### src/io_pkg.sv
`default_nettype none

package io_pkg;

	// ----------------------------------------------------------
	// bus widths
	// ----------------------------------------------------------
	localparam int ADDR_W = 32;
	localparam int DATA_W = 32;
	localparam int SEL_W = 4;	// one select per byte lane

	// ----------------------------------------------------------
	// address map
	// ----------------------------------------------------------
	localparam logic [11:0] SCR_REGION = 12'h001;	// 0x001xxxxx
	localparam int SCR_DEPTH = 4096;	// words, 16 KB

	localparam logic [15:0] SEMA_PAGE = 16'hFD05;
	localparam int SEMA_DEPTH = 256;

	localparam logic [23:0] LED_PAGE = 24'hFD0FFF;
	localparam logic [23:0] RAND_PAGE = 24'hFD0FFD;

	// galois generator, x^32+x^22+x^2+x+1
	localparam logic [31:0] LFSR_TAPS = 32'h8020_0003;
	localparam logic [31:0] LFSR_SEED = 32'h0000_0001;

	// one address word seen three ways
	typedef union packed {
		struct packed {
			logic [11:0] region;
			logic [19:0] offset;
		} rgn;	// scratch decode
		struct packed {
			logic [15:0] page;
			logic [13:0] index;
			logic [1:0] byte_sel;
		} p16;	// semaphore decode
		struct packed {
			logic [23:0] page;
			logic [7:0] reg_ofs;
		} p24;	// led and random
	} io_addr_u;

endpackage

`default_nettype wire
### src/io_dev_if.sv
`timescale 1ns/100ps
`default_nettype none

interface io_dev_if;

	logic cs;	// one cycle per access
	logic we;
	logic [io_pkg::SEL_W-1:0] sel;
	io_pkg::io_addr_u adr;
	logic [io_pkg::DATA_W-1:0] wdat;
	logic [io_pkg::DATA_W-1:0] rdat;	// zero unless ack
	logic ack;

	// decoder side
	modport ctrl (output cs, we, sel, adr, wdat, input rdat, ack);

	// target side
	modport dev (input cs, we, sel, adr, wdat, output rdat, ack);

endinterface

`default_nettype wire

### src/board_regs.sv
`timescale 1ns/100ps
`default_nettype none

module board_regs (
	input wire node_clk,
	input wire rst,
	io_dev_if.dev bus,
	output logic [7:0] led_o
);

	logic is_led;
	logic is_rand;
	logic [31:0] lfsr;
	logic [31:0] lfsr_next;

	assign is_led = bus.adr.p24.page == io_pkg::LED_PAGE;
	assign is_rand = bus.adr.p24.page == io_pkg::RAND_PAGE;

	// one galois step, shift right and fold taps on the old lsb
	assign lfsr_next = {1'b0, lfsr[31:1]} ^ (lfsr[0] ? io_pkg::LFSR_TAPS : 32'd0);

	// ----------------------------------------------------------
	// led register and random number generator
	// ----------------------------------------------------------
	always_ff @(posedge node_clk) begin
		if (rst) begin
			led_o <= 8'd0;
			lfsr <= io_pkg::LFSR_SEED;
			bus.ack <= 1'b0;
			bus.rdat <= '0;
		end else begin
			bus.ack <= bus.cs;
			bus.rdat <= '0;
			if (bus.cs && is_led) begin
				if (bus.we)
					led_o <= bus.wdat[7:0];
				else
					bus.rdat <= {{(io_pkg::DATA_W-8){1'b0}}, led_o};
			end else if (bus.cs && is_rand) begin
				if (bus.we) begin
					// zero would lock the generator up
					if (bus.wdat != '0)
						lfsr <= bus.wdat;
				end else begin
					bus.rdat <= lfsr;	// value first, then advance
					lfsr <= lfsr_next;
				end
			end
		end
	end

endmodule

`default_nettype wire

### src/flat_wrapper.sv
// flat-port wrapper written by rule: the top's interface ports become plain ports
module board_regs_flat 
  (node_clk, rst, led_o, bus_cs, bus_we, bus_sel, bus_adr, bus_wdat, bus_rdat, bus_ack);
  io_dev_if bus_i ();
  input wire node_clk;
  input wire rst;
  output logic [7:0] led_o;
  input wire logic [$bits(bus_i.cs)-1:0] bus_cs;
  input wire logic [$bits(bus_i.we)-1:0] bus_we;
  input wire logic [$bits(bus_i.sel)-1:0] bus_sel;
  input wire logic [$bits(bus_i.adr)-1:0] bus_adr;
  input wire logic [$bits(bus_i.wdat)-1:0] bus_wdat;
  output wire logic [$bits(bus_i.rdat)-1:0] bus_rdat;
  output wire logic [$bits(bus_i.ack)-1:0] bus_ack;
  assign bus_i.cs = bus_cs;
  assign bus_i.we = bus_we;
  assign bus_i.sel = bus_sel;
  assign bus_i.adr = bus_adr;
  assign bus_i.wdat = bus_wdat;
  assign bus_rdat = bus_i.rdat;
  assign bus_ack = bus_i.ack;
  board_regs u_core (.node_clk(node_clk), .rst(rst), .bus(bus_i), .led_o(led_o));
endmodule
### config.mk
export PLATFORM = sky130hd
export DESIGN_NAME = board_regs_flat
export DESIGN_NICKNAME = d
export VERILOG_FILES = /design/src/io_pkg.sv /design/src/io_dev_if.sv /design/src/board_regs.sv /design/src/flat_wrapper.sv
export SDC_FILE = /design/constraint.sdc
export NUM_CORES = 1
export LEC_CHECK = 0
export BUFFER_PORTS_ARGS = -buffer_cell sky130_fd_sc_hd__buf_2
export CELL_PAD_IN_SITES_DETAIL_PLACEMENT = 0
export CELL_PAD_IN_SITES_GLOBAL_PLACEMENT = 1
export CORE_UTILIZATION = 36
export DETAILED_ROUTE_END_ITERATION = 16
export MAX_ROUTING_LAYER = met4
export PLACE_DENSITY_LB_ADDON = 0.15
export REMOVE_ABC_BUFFERS = 1
export SLEW_MARGIN = 20
export SYNTH_ARGS = -nofsm -noshare
export SYNTH_HDL_FRONTEND = slang
export SYNTH_SLANG_ARGS = --single-unit
### constraint.sdc
create_clock -name node_clk -period 2.25 [get_ports node_clk]
set_input_delay 0.3375 -clock node_clk [delete_from_list [all_inputs] [get_ports node_clk]]
set_output_delay 0.3375 -clock node_clk [all_outputs]
set_load 0.01 [all_outputs]
==> reports/qor.txt <==
outcome -> finished, final reports clean
n_diodes -> 0
Critical path origin -> bus_wdat[7]
grt total ovfl -> 0
clock sink total -> 73
post-route minimum period -> 1.90 ns
Yosys reg bits -> 73
postcts setup bufs -> 0
Clock transition at path regs -> 0.07 ns
via-per-instance ratio -> 5.16
Ys Warns -> 0
TritonCTS clock tree -> built
Leak -> 1.75 nW
Mapped Area -> 3040 µm²
Max Cap Violations -> 0
final net count -> 484
Filler cells -> 860
CP max-delay cell -> or4_1
period utilization -> 0.845
Layout area overhead -> 28.8%
Critical Path Sink -> u_core.lfsr[0]$_SDFFE_PP1P_
type of the worst min-delay path -> in2reg
Yosys top cell area share -> 0.480
Total GRT Usage -> 0.184
setup TNS -> 0 ns
Site Rows -> 33
Critical Path AT -> 2.13 ns
Reg2Reg Depth -> 4
RR Endpoint -> u_core.lfsr[1]$_SDFFE_PP0P_
final setup violation count -> 0
TritonCTS Buffers -> 9
first-pass GRT wire length -> 12000 µm
initial antenna violation count -> 0
Tightest Pin Transition -> 0.418 ns
vias in the first global route -> 2478
max_slew headroom -> 0.719
# DRC -> 0
Max IR drop VDD -> 0.269 mV
Core ar. -> 8220 µm²
r2r startpoint -> u_core.lfsr[0]$_SDFFE_PP1P_
worst path cell trace -> buf_2 -> nor4_1 -> nand4_1 -> or4_1 -> buf_4 -> a31oi_1 -> o21bai_1
initial DRC count -> 130
CP Max Fanout -> 14
critical path's largest stage delay -> 0.58 ns
unrepaired setup endpoints after global routing -> no
routed wire length -> 7690 µm
PnR worst setup slack -> 0.348 ns
IO Port Bufs -> 100
setup slack at placement -> 0.0189 ns
clk_skew -> 0.0109 ns
fin util -> 0.477
WP data required -> 2.48 ns
CP Class -> in2reg
Final ANT Viol Nets -> 0
post-synthesis cell count -> 310
H-Tree Depth -> 3
syn avg cell area -> 9.81 µm²
height of the die -> 93.9 µm
die area -> 8820 µm²
initial core utilization -> 0.370
post-synthesis sequential area ratio -> 0.480
deepest clock path buffer count -> 2
r2r setup slk -> 1.20 ns
startpoint types -> input pin
Clk Latency, worst-skew pair -> 0.35 ns
largest net degree at the start of global routing -> 34
Max Fclk -> 526 MHz
top cells by area, synth -> dfxtp_1 48%, mux2_2 11%, o21ai_0 5.6%, nand3_1 5.4%, a21oi_1 5.1%
die width -> 93.9 µm
share of post-route cells with drive strength above 1 -> 0.439
Hold Buf Count CTS -> 0
DRT Pass-1 Iters -> 4
GPL Wtd Cong -> 0.739
clock root buffer -> clkbuf_8
PostCTS Resize Cnt -> 0
Synth area leader -> dfxtp_1
Crit. End Element -> register
Ports -> 113
via count -> 2693
pins over their slew limit -> 0
pwr dens -> 662 nW/µm²
wire per inst -> 14.7 µm
final hold viol count -> 0
Detail Placement HPWL -> 5340 µm
Cell variety after synth -> 34
## worst min-delay path by stage
stage,start,to,slack (ns),depth (start not counted)
after global routing,bus_cs,u_core.bus.ack$_SDFF_PP0_,0.25,2
after CTS,bus_cs,u_core.bus.ack$_SDFF_PP0_,0.21,2
after detailed placement,u_core.lfsr[29]$_SDFFE_PP0P_,u_core.bus.rdat[29]$_SDFF_PP0_,0.46,1
after global placement,u_core.lfsr[30]$_SDFFE_PP0P_,u_core.bus.rdat[30]$_SDFF_PP0_,0.45,1
after floorplan,rst,u_core.lfsr[10]$_SDFFE_PP0P_,0.41,1
final,bus_cs,u_core.bus.ack$_SDFF_PP0_,0.22,2
## final cells by class
type | count | area [µm²] | area share
timing repair buffer | 118 | 661 | 0.169
sequential | 73 | 1460 | 0.373
tap | 105 | 131 | 0.0335
clock buffer | 10 | 138 | 0.0351
multi-input combinational | 210 | 1440 | 0.366
clock inverter | 6 | 90.1 | 0.0230
## layout by cell type (no fill, tap or decap), types with 2 or more instances in the layout
cell	instances
buf_12	2
nor2_1	9
nor4_1	6
xnor2_1	2
clkbuf_8	10
nand2_1	3
nand4_1	5
or4_1	2
a22o_2	8
o21ai_0	34
a21oi_1	31
buf_4	16
buf_2	100
dfxtp_1	73
and2_2	4
nand3_1	33
and2_1	20
mux2i_1	8
mux2_2	29
bufinv_16	2
## critical path: cells and delay by family
kind                   cells  cell delay [ns]
AOI/OAI and AO/OA          2             0.24
and+or+nand+nor            3             1.20
buffers and inverters      2             0.35
## cells in the mapped netlist
master     n
dfxtp_1   73
o21ai_0   34
nand3_1   33
a21oi_1   31
mux2_2    29
and2_1    20
clkbuf_1  19
nor2_1     9
a22o_2     8
mux2i_1    8
nor4_1     7
buf_6      6
nand4_1    5
and2_2     4
nand2_1    3
or4_1      2
xnor2_1    2
a31oi_1    1
and3_1     1
and3b_1    1
buf_2      1
buf_4      1
nand2b_1   1
nand3b_2   1
nand4_2    1
nand4b_1   1
nor2b_1    1
nor3_1     1
nor3_2     1
nor3_4     1
nor4_4     1
o21bai_1   1
or2_2      1
or4_4      1
## state kept, by name, indices dropped and copies added (netlist names)
register,count
u_core.bus.rdat,32
u_core.lfsr,32
u_core.led_o,8
u_core.bus.ack,1
## per-stage QoR
step / std cells / total power, mW / hold slack, ns / cell area, µm²
2_1_floorplan: 283 / 1.37 / 0.407 / 2890
3_3_place_gp: 506 / 1.47 / 0.454 / 3690
3_5_place_dp: 506 / 1.47 / 0.458 / 3690
4_1_cts: 522 / 2.62 / 0.213 / 3920
5_1_grt: 522 / 2.70 / 0.247 / 3920
6_report: 522 / 2.59 / 0.223 / 3920
## kinds of logic (layout without fill, tap and decap cells)
| group | count (synthesis) | count (layout) | share of synthesized area |
|---|---|---|---|
| muxes | 37 | 37 | 0.134 |
| AOI/OAI and AO/OA | 75 | 75 | 0.138 |
| buffers and inverters | 27 | 134 | 0.0498 |
| and+or+nand+nor | 96 | 96 | 0.193 |
| xor gates and xnor gates | 2 | 2 | 0.00576 |
| DFF | 73 | 73 | 0.480 |
## layer usage
| metal | vias up | global-route usage | wire [µm] |
|---|---|---|---|
| met4 | 0 | 0.0897 | 147 |
| met3 | 15 | 0.0364 | 360 |
| li1 | 1314 | - | - |
| met1 | 1280 | 0.218 | 3490 |
| met5 | - | - | 0 |
| met2 | 84 | 0.299 | 3700 |
## report_power, final
| part | internal (mW) | switching (mW) | total, mW |
|---|---|---|---|
| Combinational | 0.0760 | 0.0699 | 0.146 |
| Clock | 0.658 | 0.498 | 1.16 |
| Sequential | 1.29 | 0.000174 | 1.29 |
Power figures use the tool's default switching activity.
