[config.mk]
export PLATFORM = sky130hd
export DESIGN_NAME = io_decode_flat
export DESIGN_NICKNAME = d
export VERILOG_FILES = /design/src/io_pkg.sv /design/src/io_dev_if.sv /design/src/io_decode.sv /design/src/flat_wrapper.sv
export SDC_FILE = /design/constraint.sdc
export NUM_CORES = 1
export LEC_CHECK = 0
export BUFFER_PORTS_ARGS = -buffer_cell sky130_fd_sc_hd__buf_2
export CAP_MARGIN = 5
export CORE_AREA = 2 2 163 165
export CTS_CLUSTER_DIAMETER = 150
export DETAILED_ROUTE_END_ITERATION = 10
export DIE_AREA = 0 0 165 167
export GPL_TIMING_DRIVEN = 0
export HOLD_SLACK_MARGIN = 0.08
export PLACE_DENSITY = 0.46
export SYNTH_ARGS = -nofsm -noshare
export SYNTH_HDL_FRONTEND = slang
export SYNTH_SLANG_ARGS = --single-unit
[constraint.sdc]
create_clock -name node_clk -period 5.8 [get_ports node_clk]
set_input_delay 0.87 -clock node_clk [delete_from_list [all_inputs] [get_ports node_clk]]
set_output_delay 0.87 -clock node_clk [all_outputs]
set_load 0.01 [all_outputs]
[src/io_pkg.sv]
`default_nettype none

package io_pkg;

	// ----------------------------------------------------------
	// bus widths
	// ----------------------------------------------------------
	localparam int ADDR_W = 32;
	localparam int DATA_W = 32;
	localparam int SEL_W = 4;	// one select per byte lane

	// ----------------------------------------------------------
	// address map
	// ----------------------------------------------------------
	localparam logic [11:0] SCR_REGION = 12'h001;	// 0x001xxxxx
	localparam int SCR_DEPTH = 4096;	// words, 16 KB

	localparam logic [15:0] SEMA_PAGE = 16'hFD05;
	localparam int SEMA_DEPTH = 256;

	localparam logic [23:0] LED_PAGE = 24'hFD0FFF;
	localparam logic [23:0] RAND_PAGE = 24'hFD0FFD;

	// galois generator, x^32+x^22+x^2+x+1
	localparam logic [31:0] LFSR_TAPS = 32'h8020_0003;
	localparam logic [31:0] LFSR_SEED = 32'h0000_0001;

	// one address word seen three ways
	typedef union packed {
		struct packed {
			logic [11:0] region;
			logic [19:0] offset;
		} rgn;	// scratch decode
		struct packed {
			logic [15:0] page;
			logic [13:0] index;
			logic [1:0] byte_sel;
		} p16;	// semaphore decode
		struct packed {
			logic [23:0] page;
			logic [7:0] reg_ofs;
		} p24;	// led and random
	} io_addr_u;

endpackage

`default_nettype wire
[src/io_dev_if.sv]
`timescale 1ns/100ps
`default_nettype none

interface io_dev_if;

	logic cs;	// one cycle per access
	logic we;
	logic [io_pkg::SEL_W-1:0] sel;
	io_pkg::io_addr_u adr;
	logic [io_pkg::DATA_W-1:0] wdat;
	logic [io_pkg::DATA_W-1:0] rdat;	// zero unless ack
	logic ack;

	// decoder side
	modport ctrl (output cs, we, sel, adr, wdat, input rdat, ack);

	// target side
	modport dev (input cs, we, sel, adr, wdat, output rdat, ack);

endinterface

`default_nettype wire

[src/io_decode.sv]
`timescale 1ns/100ps
`default_nettype none

module io_decode (
	input wire node_clk,
	input wire rst,
	input wire cyc_i,
	input wire stb_i,
	input wire we_i,
	input wire [io_pkg::SEL_W-1:0] sel_i,
	input wire [io_pkg::ADDR_W-1:0] adr_i,
	input wire [io_pkg::DATA_W-1:0] dat_i,
	output logic [io_pkg::DATA_W-1:0] dat_o,
	output logic ack_o,
	io_dev_if.ctrl scr,
	io_dev_if.ctrl sema,
	io_dev_if.ctrl brd
);

	io_pkg::io_addr_u adr_v;
	logic hit_scr;
	logic hit_sema;
	logic hit_brd;
	logic hit_any;
	logic start;
	logic busy;
	logic miss_d1;
	logic miss_d2;

	logic req_we;
	logic [io_pkg::SEL_W-1:0] req_sel;
	io_pkg::io_addr_u req_adr;
	logic [io_pkg::DATA_W-1:0] req_wdat;

	// ----------------------------------------------------------
	// address decode
	// ----------------------------------------------------------
	assign adr_v = adr_i;
	assign hit_scr = adr_v.rgn.region == io_pkg::SCR_REGION;
	assign hit_sema = adr_v.p16.page == io_pkg::SEMA_PAGE;
	assign hit_brd = (adr_v.p24.page == io_pkg::LED_PAGE) ||
		(adr_v.p24.page == io_pkg::RAND_PAGE);
	assign hit_any = hit_scr | hit_sema | hit_brd;

	// new strobe only, a held strobe never fires twice
	assign start = cyc_i & stb_i & ~busy;

	always_ff @(posedge node_clk) begin
		if (rst) begin
			busy <= 1'b0;
			scr.cs <= 1'b0;
			sema.cs <= 1'b0;
			brd.cs <= 1'b0;
			miss_d1 <= 1'b0;
			miss_d2 <= 1'b0;
		end else begin
			busy <= stb_i & (busy | start);	// drops once stb_i is seen low
			scr.cs <= start & hit_scr;
			sema.cs <= start & hit_sema;
			brd.cs <= start & hit_brd;
			miss_d1 <= start & ~hit_any;	// unmapped, ack it ourselves
			miss_d2 <= miss_d1;	// lines up with a target ack
		end
	end

	// request fields captured with the select
	always_ff @(posedge node_clk) begin
		if (start) begin
			req_we <= we_i;
			req_sel <= sel_i;
			req_adr <= adr_v;
			req_wdat <= dat_i;
		end
	end

	assign scr.we = req_we;
	assign scr.sel = req_sel;
	assign scr.adr = req_adr;
	assign scr.wdat = req_wdat;

	assign sema.we = req_we;
	assign sema.sel = req_sel;
	assign sema.adr = req_adr;
	assign sema.wdat = req_wdat;

	assign brd.we = req_we;
	assign brd.sel = req_sel;
	assign brd.adr = req_adr;
	assign brd.wdat = req_wdat;

	// ----------------------------------------------------------
	// response collection
	// ----------------------------------------------------------
	always_ff @(posedge node_clk) begin
		if (rst) begin
			ack_o <= 1'b0;
			dat_o <= '0;
		end else begin
			ack_o <= scr.ack | sema.ack | brd.ack | miss_d2;
			dat_o <= scr.rdat | sema.rdat | brd.rdat;	// idle targets give zero
		end
	end

endmodule

`default_nettype wire

[src/flat_wrapper.sv]
// flat-port wrapper written by rule: the top's interface ports become plain ports
module io_decode_flat 
  (node_clk, rst, cyc_i, stb_i, we_i, sel_i, adr_i, dat_i, dat_o, ack_o, scr_cs, scr_we, scr_sel, scr_adr, scr_wdat, scr_rdat, scr_ack, sema_cs, sema_we, sema_sel, sema_adr, sema_wdat, sema_rdat, sema_ack, brd_cs, brd_we, brd_sel, brd_adr, brd_wdat, brd_rdat, brd_ack);
  io_dev_if scr_i ();
  io_dev_if sema_i ();
  io_dev_if brd_i ();
  input wire node_clk;
  input wire rst;
  input wire cyc_i;
  input wire stb_i;
  input wire we_i;
  input wire [io_pkg::SEL_W-1:0] sel_i;
  input wire [io_pkg::ADDR_W-1:0] adr_i;
  input wire [io_pkg::DATA_W-1:0] dat_i;
  output logic [io_pkg::DATA_W-1:0] dat_o;
  output logic ack_o;
  output wire logic [$bits(scr_i.cs)-1:0] scr_cs;
  output wire logic [$bits(scr_i.we)-1:0] scr_we;
  output wire logic [$bits(scr_i.sel)-1:0] scr_sel;
  output wire logic [$bits(scr_i.adr)-1:0] scr_adr;
  output wire logic [$bits(scr_i.wdat)-1:0] scr_wdat;
  input wire logic [$bits(scr_i.rdat)-1:0] scr_rdat;
  input wire logic [$bits(scr_i.ack)-1:0] scr_ack;
  output wire logic [$bits(sema_i.cs)-1:0] sema_cs;
  output wire logic [$bits(sema_i.we)-1:0] sema_we;
  output wire logic [$bits(sema_i.sel)-1:0] sema_sel;
  output wire logic [$bits(sema_i.adr)-1:0] sema_adr;
  output wire logic [$bits(sema_i.wdat)-1:0] sema_wdat;
  input wire logic [$bits(sema_i.rdat)-1:0] sema_rdat;
  input wire logic [$bits(sema_i.ack)-1:0] sema_ack;
  output wire logic [$bits(brd_i.cs)-1:0] brd_cs;
  output wire logic [$bits(brd_i.we)-1:0] brd_we;
  output wire logic [$bits(brd_i.sel)-1:0] brd_sel;
  output wire logic [$bits(brd_i.adr)-1:0] brd_adr;
  output wire logic [$bits(brd_i.wdat)-1:0] brd_wdat;
  input wire logic [$bits(brd_i.rdat)-1:0] brd_rdat;
  input wire logic [$bits(brd_i.ack)-1:0] brd_ack;
  assign scr_cs = scr_i.cs;
  assign scr_we = scr_i.we;
  assign scr_sel = scr_i.sel;
  assign scr_adr = scr_i.adr;
  assign scr_wdat = scr_i.wdat;
  assign scr_i.rdat = scr_rdat;
  assign scr_i.ack = scr_ack;
  assign sema_cs = sema_i.cs;
  assign sema_we = sema_i.we;
  assign sema_sel = sema_i.sel;
  assign sema_adr = sema_i.adr;
  assign sema_wdat = sema_i.wdat;
  assign sema_i.rdat = sema_rdat;
  assign sema_i.ack = sema_ack;
  assign brd_cs = brd_i.cs;
  assign brd_we = brd_i.we;
  assign brd_sel = brd_i.sel;
  assign brd_adr = brd_i.adr;
  assign brd_wdat = brd_i.wdat;
  assign brd_i.rdat = brd_rdat;
  assign brd_i.ack = brd_ack;
  io_decode u_core (.node_clk(node_clk), .rst(rst), .cyc_i(cyc_i), .stb_i(stb_i), .we_i(we_i), .sel_i(sel_i), .adr_i(adr_i), .dat_i(dat_i), .dat_o(dat_o), .ack_o(ack_o), .scr(scr_i), .sema(sema_i), .brd(brd_i));
endmodule
==> reports/qor.yml, run 1 <==
vias: 3897
ant_nets: 0
cts-root-buf: "clkbuf_16"
critPathBufInv: 2
hold_path_depth: 1
period_share: 0.3515
leakage_nw: 3.564
yosysUniqueCellTypes: 21
timing.fmax_mhz: 490.5
synth_cells: 342
maxCapViolations: 0
drive_gt1_frac: 0.7451
die_w_um: 165
start_util: 0.1695
yosysSeqAreaShare: 0.6531
cts_buffers: 9
ios: 415
setup_viol: 0
routed_wl_um: 16480
status: "finished, final reports clean"
fin_ws_ns: 3.761
rsz0062_at_grt: "no"
holdBufCountCts: 0
synth.top_cell.area_share: 0.4744
power_mw: 1.770
postCtsSetupBuffers: 0
skew_ns: 0.01104
endpoint_kind: "output port"
dp_cells: 1092
layout_min_cycle_time_ns: 2.039
finalHoldWorstSlack_ns: 0.4597
vdd_drop_max_uv: 146.6
slew_violations: 0
final_cells: 1109
cts_resized: 0
dp_slack_ns: 3.246
cp.arrival_ns: 1.17
syn-num-nets: 514
slew_headroom: 0.5888
min_path_type: "reg2reg"
yosys_register_bits: 108
fin_util: 0.2796
r2r_cells: 3
h-tree-depth: 3
cp_slowest_cell: "edfxtp_1"
rr_endpoint: "u_core.brd.adr[18]"
grt_pass1_wl_um: 22170
top_layer: "met5"
grt_pass1_vias: 3714
critPathKind: "reg2out"
areaGrowthSynthToFinish_pct: 64.94
min_to: "u_core.miss_d2"
p_per_area_nw_per_um2: 245.7
placementRows: 59
final_cell_area_um2: 7204
worstSetupStartpointType: "flip-flop"
synthTopCellsByArea: "edfxtp_1 47%, buf_4 24%, dfxtp_1 18%"
drc: 0
worstPathRequired_ns: 4.93
hold_violations: 0
antenna_found_initial: 4
cts_buffer_depth: 2
avgViaCountPerCell: 3.514
drt_pass1_iterations: 4
dp_hpwl_um: 14230
portBuffers: 413
crit_chain: "buf_4, buf_2"
r2r-start: "u_core.busy"
grt_use_total: 0.1129
syn_area_um2: 4368
setup-tns-final_ns: 0
cts_sinks: 108
avgSynthCellArea_um2: 12.77
layout.nets: 940
die_h_um: 167
cpLargestDelayFamily: "flip-flops"
yosysWarnings: 0
grt_max_degree: 29
cts_tree: "done"
drtIter0Drc: 130
place_area_um2: 6902
final_common_cell: "buf_2"
min_from: "u_core.miss_d1"
yosys.area.top_type: "edfxtp_1"
crit_fanout: 3
worst_path_largest_cell_delay_ns: 0.48
grt_overflow: 0
wl_per_cell_um: 14.86
clk_latency_ns: 0.35
coreArea_um2: 25760
reg2reg_slack_ns: 4.14
final_cell_mix: "413 x buf_2, 138 x buf_4, 69 x edfxtp_1"
cts.reportedPaths.clkPinSlew_ns: 0.09
wl_met2_um: 8591
tightestPinTransition_ns: 0.6153
wl_met3_um: 1696
wl_met1_um: 5799
die_area_um2: 27560
place_congestion: 0.8150
-- Yosys cell counts, drive strengths merged --
| cell type | n |
|---|---|
| nor3 | 35 |
| or2 | 1 |
| nor3b | 1 |
| nand2b | 1 |
| nor2b | 2 |
| edfxtp | 69 |
| clkbuf | 4 |
| nand3 | 1 |
| or4b | 1 |
| buf | 138 |
| nor2 | 35 |
| nand2 | 4 |
| o41ai | 1 |
| nand4 | 2 |
| nor4 | 2 |
| dfxtp | 39 |
| or4 | 4 |
| a211oi | 1 |
| or3 | 1 |
-- cells by family (layout without fill, tap and decap cells) --
| logic type | count (synthesis) | count (layout) | synth area share |
|---|---|---|---|
| other | 0 | 1 | 0 |
| flip-flops | 108 | 108 | 0.6531 |
| AND/OR/NAND/NOR | 90 | 90 | 0.1025 |
| buffers and inverters | 142 | 573 | 0.2406 |
| AO/OA/AOI/OAI | 2 | 2 | 0.003725 |
-- how the worst max path moves through the flow --
stage,startpoint,end,slack (ns),depth (start not counted)
final,u_core.brd.adr[7],sema_adr[7],3.76,2
after global routing,adr_i[21],u_core.miss_d1,3.62,4
after CTS,adr_i[21],u_core.miss_d1,3.62,4
after detailed placement,adr_i[21],u_core.miss_d1,3.25,4
after global placement,cyc_i,u_core.brd.adr[2],-0.21,3
after floorplan,stb_i,u_core.brd.adr[0],1.48,2
-- area by class of cell --
type | count | area [µm²]
Fill cell | 2737 | 18560
Sequential cell | 108 | 2853
Timing Repair Buffer | 415 | 2107
Buffer | 142 | 1051
Multi-Input combinational cell | 92 | 471.7
Tap cell | 335 | 419.2
Clock buffer | 10 | 250.2
Clock inverter | 6 | 50.05
Antenna cell | 1 | 2.502
-- report_power, final --
part	internal, mW	leakage (nW)	switching [mW]
Clock	0.325	0.147	0.304
Combinational	0.141	2.45	0.119
Sequential	0.858	0.971	0.0226
-- sequential cells by signal (all words and copies together) (netlist names) --
register / flops
u_core.sema.cs: 1
u_core.brd.wdat: 32
u_core.brd.adr: 32
u_core.dat_o: 32
u_core.miss_d1: 1
u_core.brd.we: 1
u_core.brd.sel: 4
u_core.scr.cs: 1
u_core.brd.cs: 1
u_core.ack_o: 1
u_core.busy: 1
u_core.miss_d2: 1
-- metal layers --
| metal | up-vias | global-route usage |
|---|---|---|
| met2 | 266 | 0.2076 |
| li1 | 1875 | - |
| met4 | 4 | 0.04083 |
| met3 | 23 | 0.04184 |
| met5 | - | 0 |
| met1 | 1729 | 0.1151 |
Power figures use the tool's default switching activity.
==> inputs of run 2 (changes only) <==
--- a/config.mk
+++ b/config.mk
@@ -5,15 +5,16 @@
 export SDC_FILE = /design/constraint.sdc
 export NUM_CORES = 1
 export LEC_CHECK = 0
+export ABC_AREA = 1
 export BUFFER_PORTS_ARGS = -buffer_cell sky130_fd_sc_hd__buf_2
 export CAP_MARGIN = 5
-export CORE_AREA = 2 2 163 165
+export CORE_AREA = 2 2 160 162
 export CTS_CLUSTER_DIAMETER = 150
 export DETAILED_ROUTE_END_ITERATION = 10
-export DIE_AREA = 0 0 165 167
+export DIE_AREA = 0 0 162 164
 export GPL_TIMING_DRIVEN = 0
 export HOLD_SLACK_MARGIN = 0.08
-export PLACE_DENSITY = 0.46
+export PLACE_DENSITY = 0.5
 export SYNTH_ARGS = -nofsm -noshare
 export SYNTH_HDL_FRONTEND = slang
 export SYNTH_SLANG_ARGS = --single-unit
==> constraint.sdc (replaced) <==
create_clock -name node_clk -period 1.85 [get_ports node_clk]
set_input_delay 0.2775 -clock node_clk [delete_from_list [all_inputs] [get_ports node_clk]]
set_output_delay 0.2775 -clock node_clk [all_outputs]
set_load 0.01 [all_outputs]
==> run 2 against run 1 <==
Effect of this change: sequential share of layout area fell by 1.7 points; die area decreased by 3.6%; register-to-register slack worse by 3.5 ns; routed wire length fell by 6.6%; largest power group unchanged.
==> reports/qor.yml, run 2 <==
synth_top_cells_by_count: "138 x buf_4, 69 x edfxtp_1, 52 x nor2_1, 39 x dfxtp_1, 32 x nor3_1"
final_cell_area_um2: 7537  # +4.6%
final_common_cell: "buf_2"
synth_edf_count: 69  # unchanged
layout.nets: 996  # +6.0%
r2r-start: "u_core.busy"
areaGrowthSynthToFinish_pct: 69.55
min_to: "u_core.brd.wdat[21]"
drive_gt1_frac: 0.6960  # -0.04913
dp_hpwl_um: 12850  # -9.6%
die_w_um: 162  # -1.8%
coreArea_um2: 24820  # -3.7%
reg2reg_slack_ns: 0.61  # -3.53 ns
avgSynthCellArea_um2: 11.95  # -6.4%
timing.fmax_mhz: 705.0
grt_pass1_vias: 3588  # -3.4%
sw_frac_of_total: 0.2467  # -0.004994
postCtsSetupBuffers: 0  # unchanged
cts_tree: "done"
multi_input_area_um2: 489.2  # +3.7%
slew_headroom: 0.7597  # +0.1709
skew_ns: 0.008488  # -0.002555 ns
portBuffers: 413  # unchanged
syn-num-nets: 544  # +5.8%
seq_power_share: 0.492  # -0.006
period_share: 0.7668
drtIter0Drc: 77  # -41%
avgViaCountPerCell: 3.487  # -0.75%
cts_buffer_depth: 2  # unchanged
ant_nets: 0  # unchanged
synthTopCellsByArea: "edfxtp_1 47%, buf_4 23%, dfxtp_1 18%"
vdd_drop_max_uv: 252.7  # +72%
cp.arrival_ns: 1.14  # -0.03 ns
final_cell_mix: "416 x buf_2, 138 x buf_4, 69 x edfxtp_1"
synth.top_cell.area_share: 0.4661  # -0.008278
start_util: 0.1791  # +0.009579
worstSetupStartpointType: "flip-flop"
p_per_area_nw_per_um2: 743.8  # +200%
ios: 415  # unchanged
setup-tns-final_ns: 0  # unchanged
cts.reportedPaths.clkPinSlew_ns: 0.08  # about the same
place_congestion: 0.8387  # +2.9%
yosysMostFrequentCell: "buf_4"
r2r_cells: 2  # -1
cts_sinks: 108  # unchanged
setup_viol: 0  # unchanged
wl_per_cell_um: 13.27  # -11%
hold_violations: 0  # unchanged
drc: 0  # unchanged
grt_max_degree: 34  # +17%
yosysUniqueCellTypes: 17  # -19%
cts_buffers: 9  # unchanged
fin_ws_ns: 0.4315  # -3.330 ns
routed_wl_um: 15380  # -6.6%
crit_fanout: 3  # unchanged
synth_cells: 372  # +8.8%
cts-root-buf: "clkbuf_16"
power_mw: 5.607  # +220%
die_h_um: 164  # -1.8%
die_area_um2: 26570  # -3.6%
min_from: "dat_i[21]"
endpoint_kind: "output port"
hold_path_depth: 1  # unchanged
yosysWarnings: 0  # unchanged
h-tree-depth: 3  # unchanged
maxCapViolations: 0  # unchanged
syn_area_um2: 4446  # +1.8%
placementRows: 58  # -1.7%
critPathKind: "reg2out"
finalHoldWorstSlack_ns: 0.09880  # -0.3609 ns
clkPwrFrac: 0.354  # about the same
combPwrFrac: 0.154  # +0.007
tightestPinTransition_ns: 0.3571  # -0.2582 ns
cts_resized: 0  # unchanged
min_path_type: "in2reg"
place_area_um2: 6973  # +1.0%
grt_overflow: 0  # unchanged
worstPathRequired_ns: 1.57  # -3.36 ns
rr_endpoint: "u_core.brd.adr[20]"
antenna_found_initial: 0  # -4
grt_pass1_wl_um: 20750  # -6.4%
slew_violations: 0  # unchanged
holdBufCountCts: 18  # +18
dp_cells: 1117  # +2.3%
yosys.area.top_type: "edfxtp_1"
final_cells: 1159  # +4.5%
dp_slack_ns: 0.4228  # -2.823 ns
leakage_nw: 3.783  # +6.2%
clk_latency_ns: 0.35  # about the same
regArea_um2: 2853  # unchanged
grt_use_total: 0.1075  # -0.005336
p_int_mw: 4.224  # +220%
yosys_register_bits: 108  # unchanged
power_switching_mw: 1.383  # +210%
fin_util: 0.3037  # +0.02405
layout_min_cycle_time_ns: 1.418
diodes: 0  # -1
synth_ff_type: "edfxtp_1"
yosysSeqAreaShare: 0.6417  # -0.01140
n_fill_cell: 2625  # -4.1%
status: "finished, final reports clean"
drt_pass1_iterations: 3  # -1
rsz0062_at_grt: "no"
async_flop_share: 0  # unchanged
vias: 4042  # +3.7%
==> run 2: worst max path at each step <==
stage	from	endpoint	slack [ns]
after detailed placement	adr_i[20]	u_core.miss_d1	0.42
after global placement	stb_i	u_core.brd.adr[20]	-0.67
final	u_core.brd.wdat[27]	sema_wdat[27]	0.43
after floorplan	stb_i	u_core.brd.adr[0]	0.004
after global routing	u_core.brd.adr[23]	scr_adr[23]	0.39
after CTS	u_core.brd.wdat[27]	sema_wdat[27]	0.39
==> run 2: logic make-up (layout without fill, tap and decap cells) <==
| group | Yosys count | after routing | synth area share |
|---|---|---|---|
| compound gates | 1 | 1 | 0.001125 |
| flops | 108 | 108 | 0.6417 |
| simple gates | 108 | 108 | 0.1072 |
| buf+inv | 155 | 612 | 0.2499 |
==> run 2: power groups by stage <==
stage	Combinational (mW)	Sequential, mW	Clock, mW
after detailed placement	0.833	2.82	0
final	0.863	2.76	1.98
after global routing	0.940	2.78	2.17
after global placement	0.818	2.82	0
after CTS	0.866	2.77	2.08
after floorplan	0.315	2.86	0
==> run 2: area by class of cell <==
type / count / area share
buffer: 142 / 0.1409
clock buffer: 12 / 0.03536
clock inverter: 4 / 0.004980
inverter: 13 / 0.006474
multi-input combinational: 109 / 0.06491
sequential: 108 / 0.3785
tap: 330 / 0.05478
timing repair buffer: 441 / 0.3141
==> run 2: layer usage <==
metal / part of all wire / vias to the layer above / global-route usage / wire [µm]
li1: - / 1986 / - / -
met1: 0.38 / 1800 / 0.1188 / 5847
met2: 0.52 / 246 / 0.1967 / 7972
met3: 0.091 / 10 / 0.03662 / 1404
met4: 0.010 / 0 / 0.02896 / 157
met5: 0 / - / 0 / 0
==> run 2: critical path: stages, from the launching register on <==
cell and delay [ns]:
edfxtp_1 0.48, buf_4 0.17, buf_2 0.14
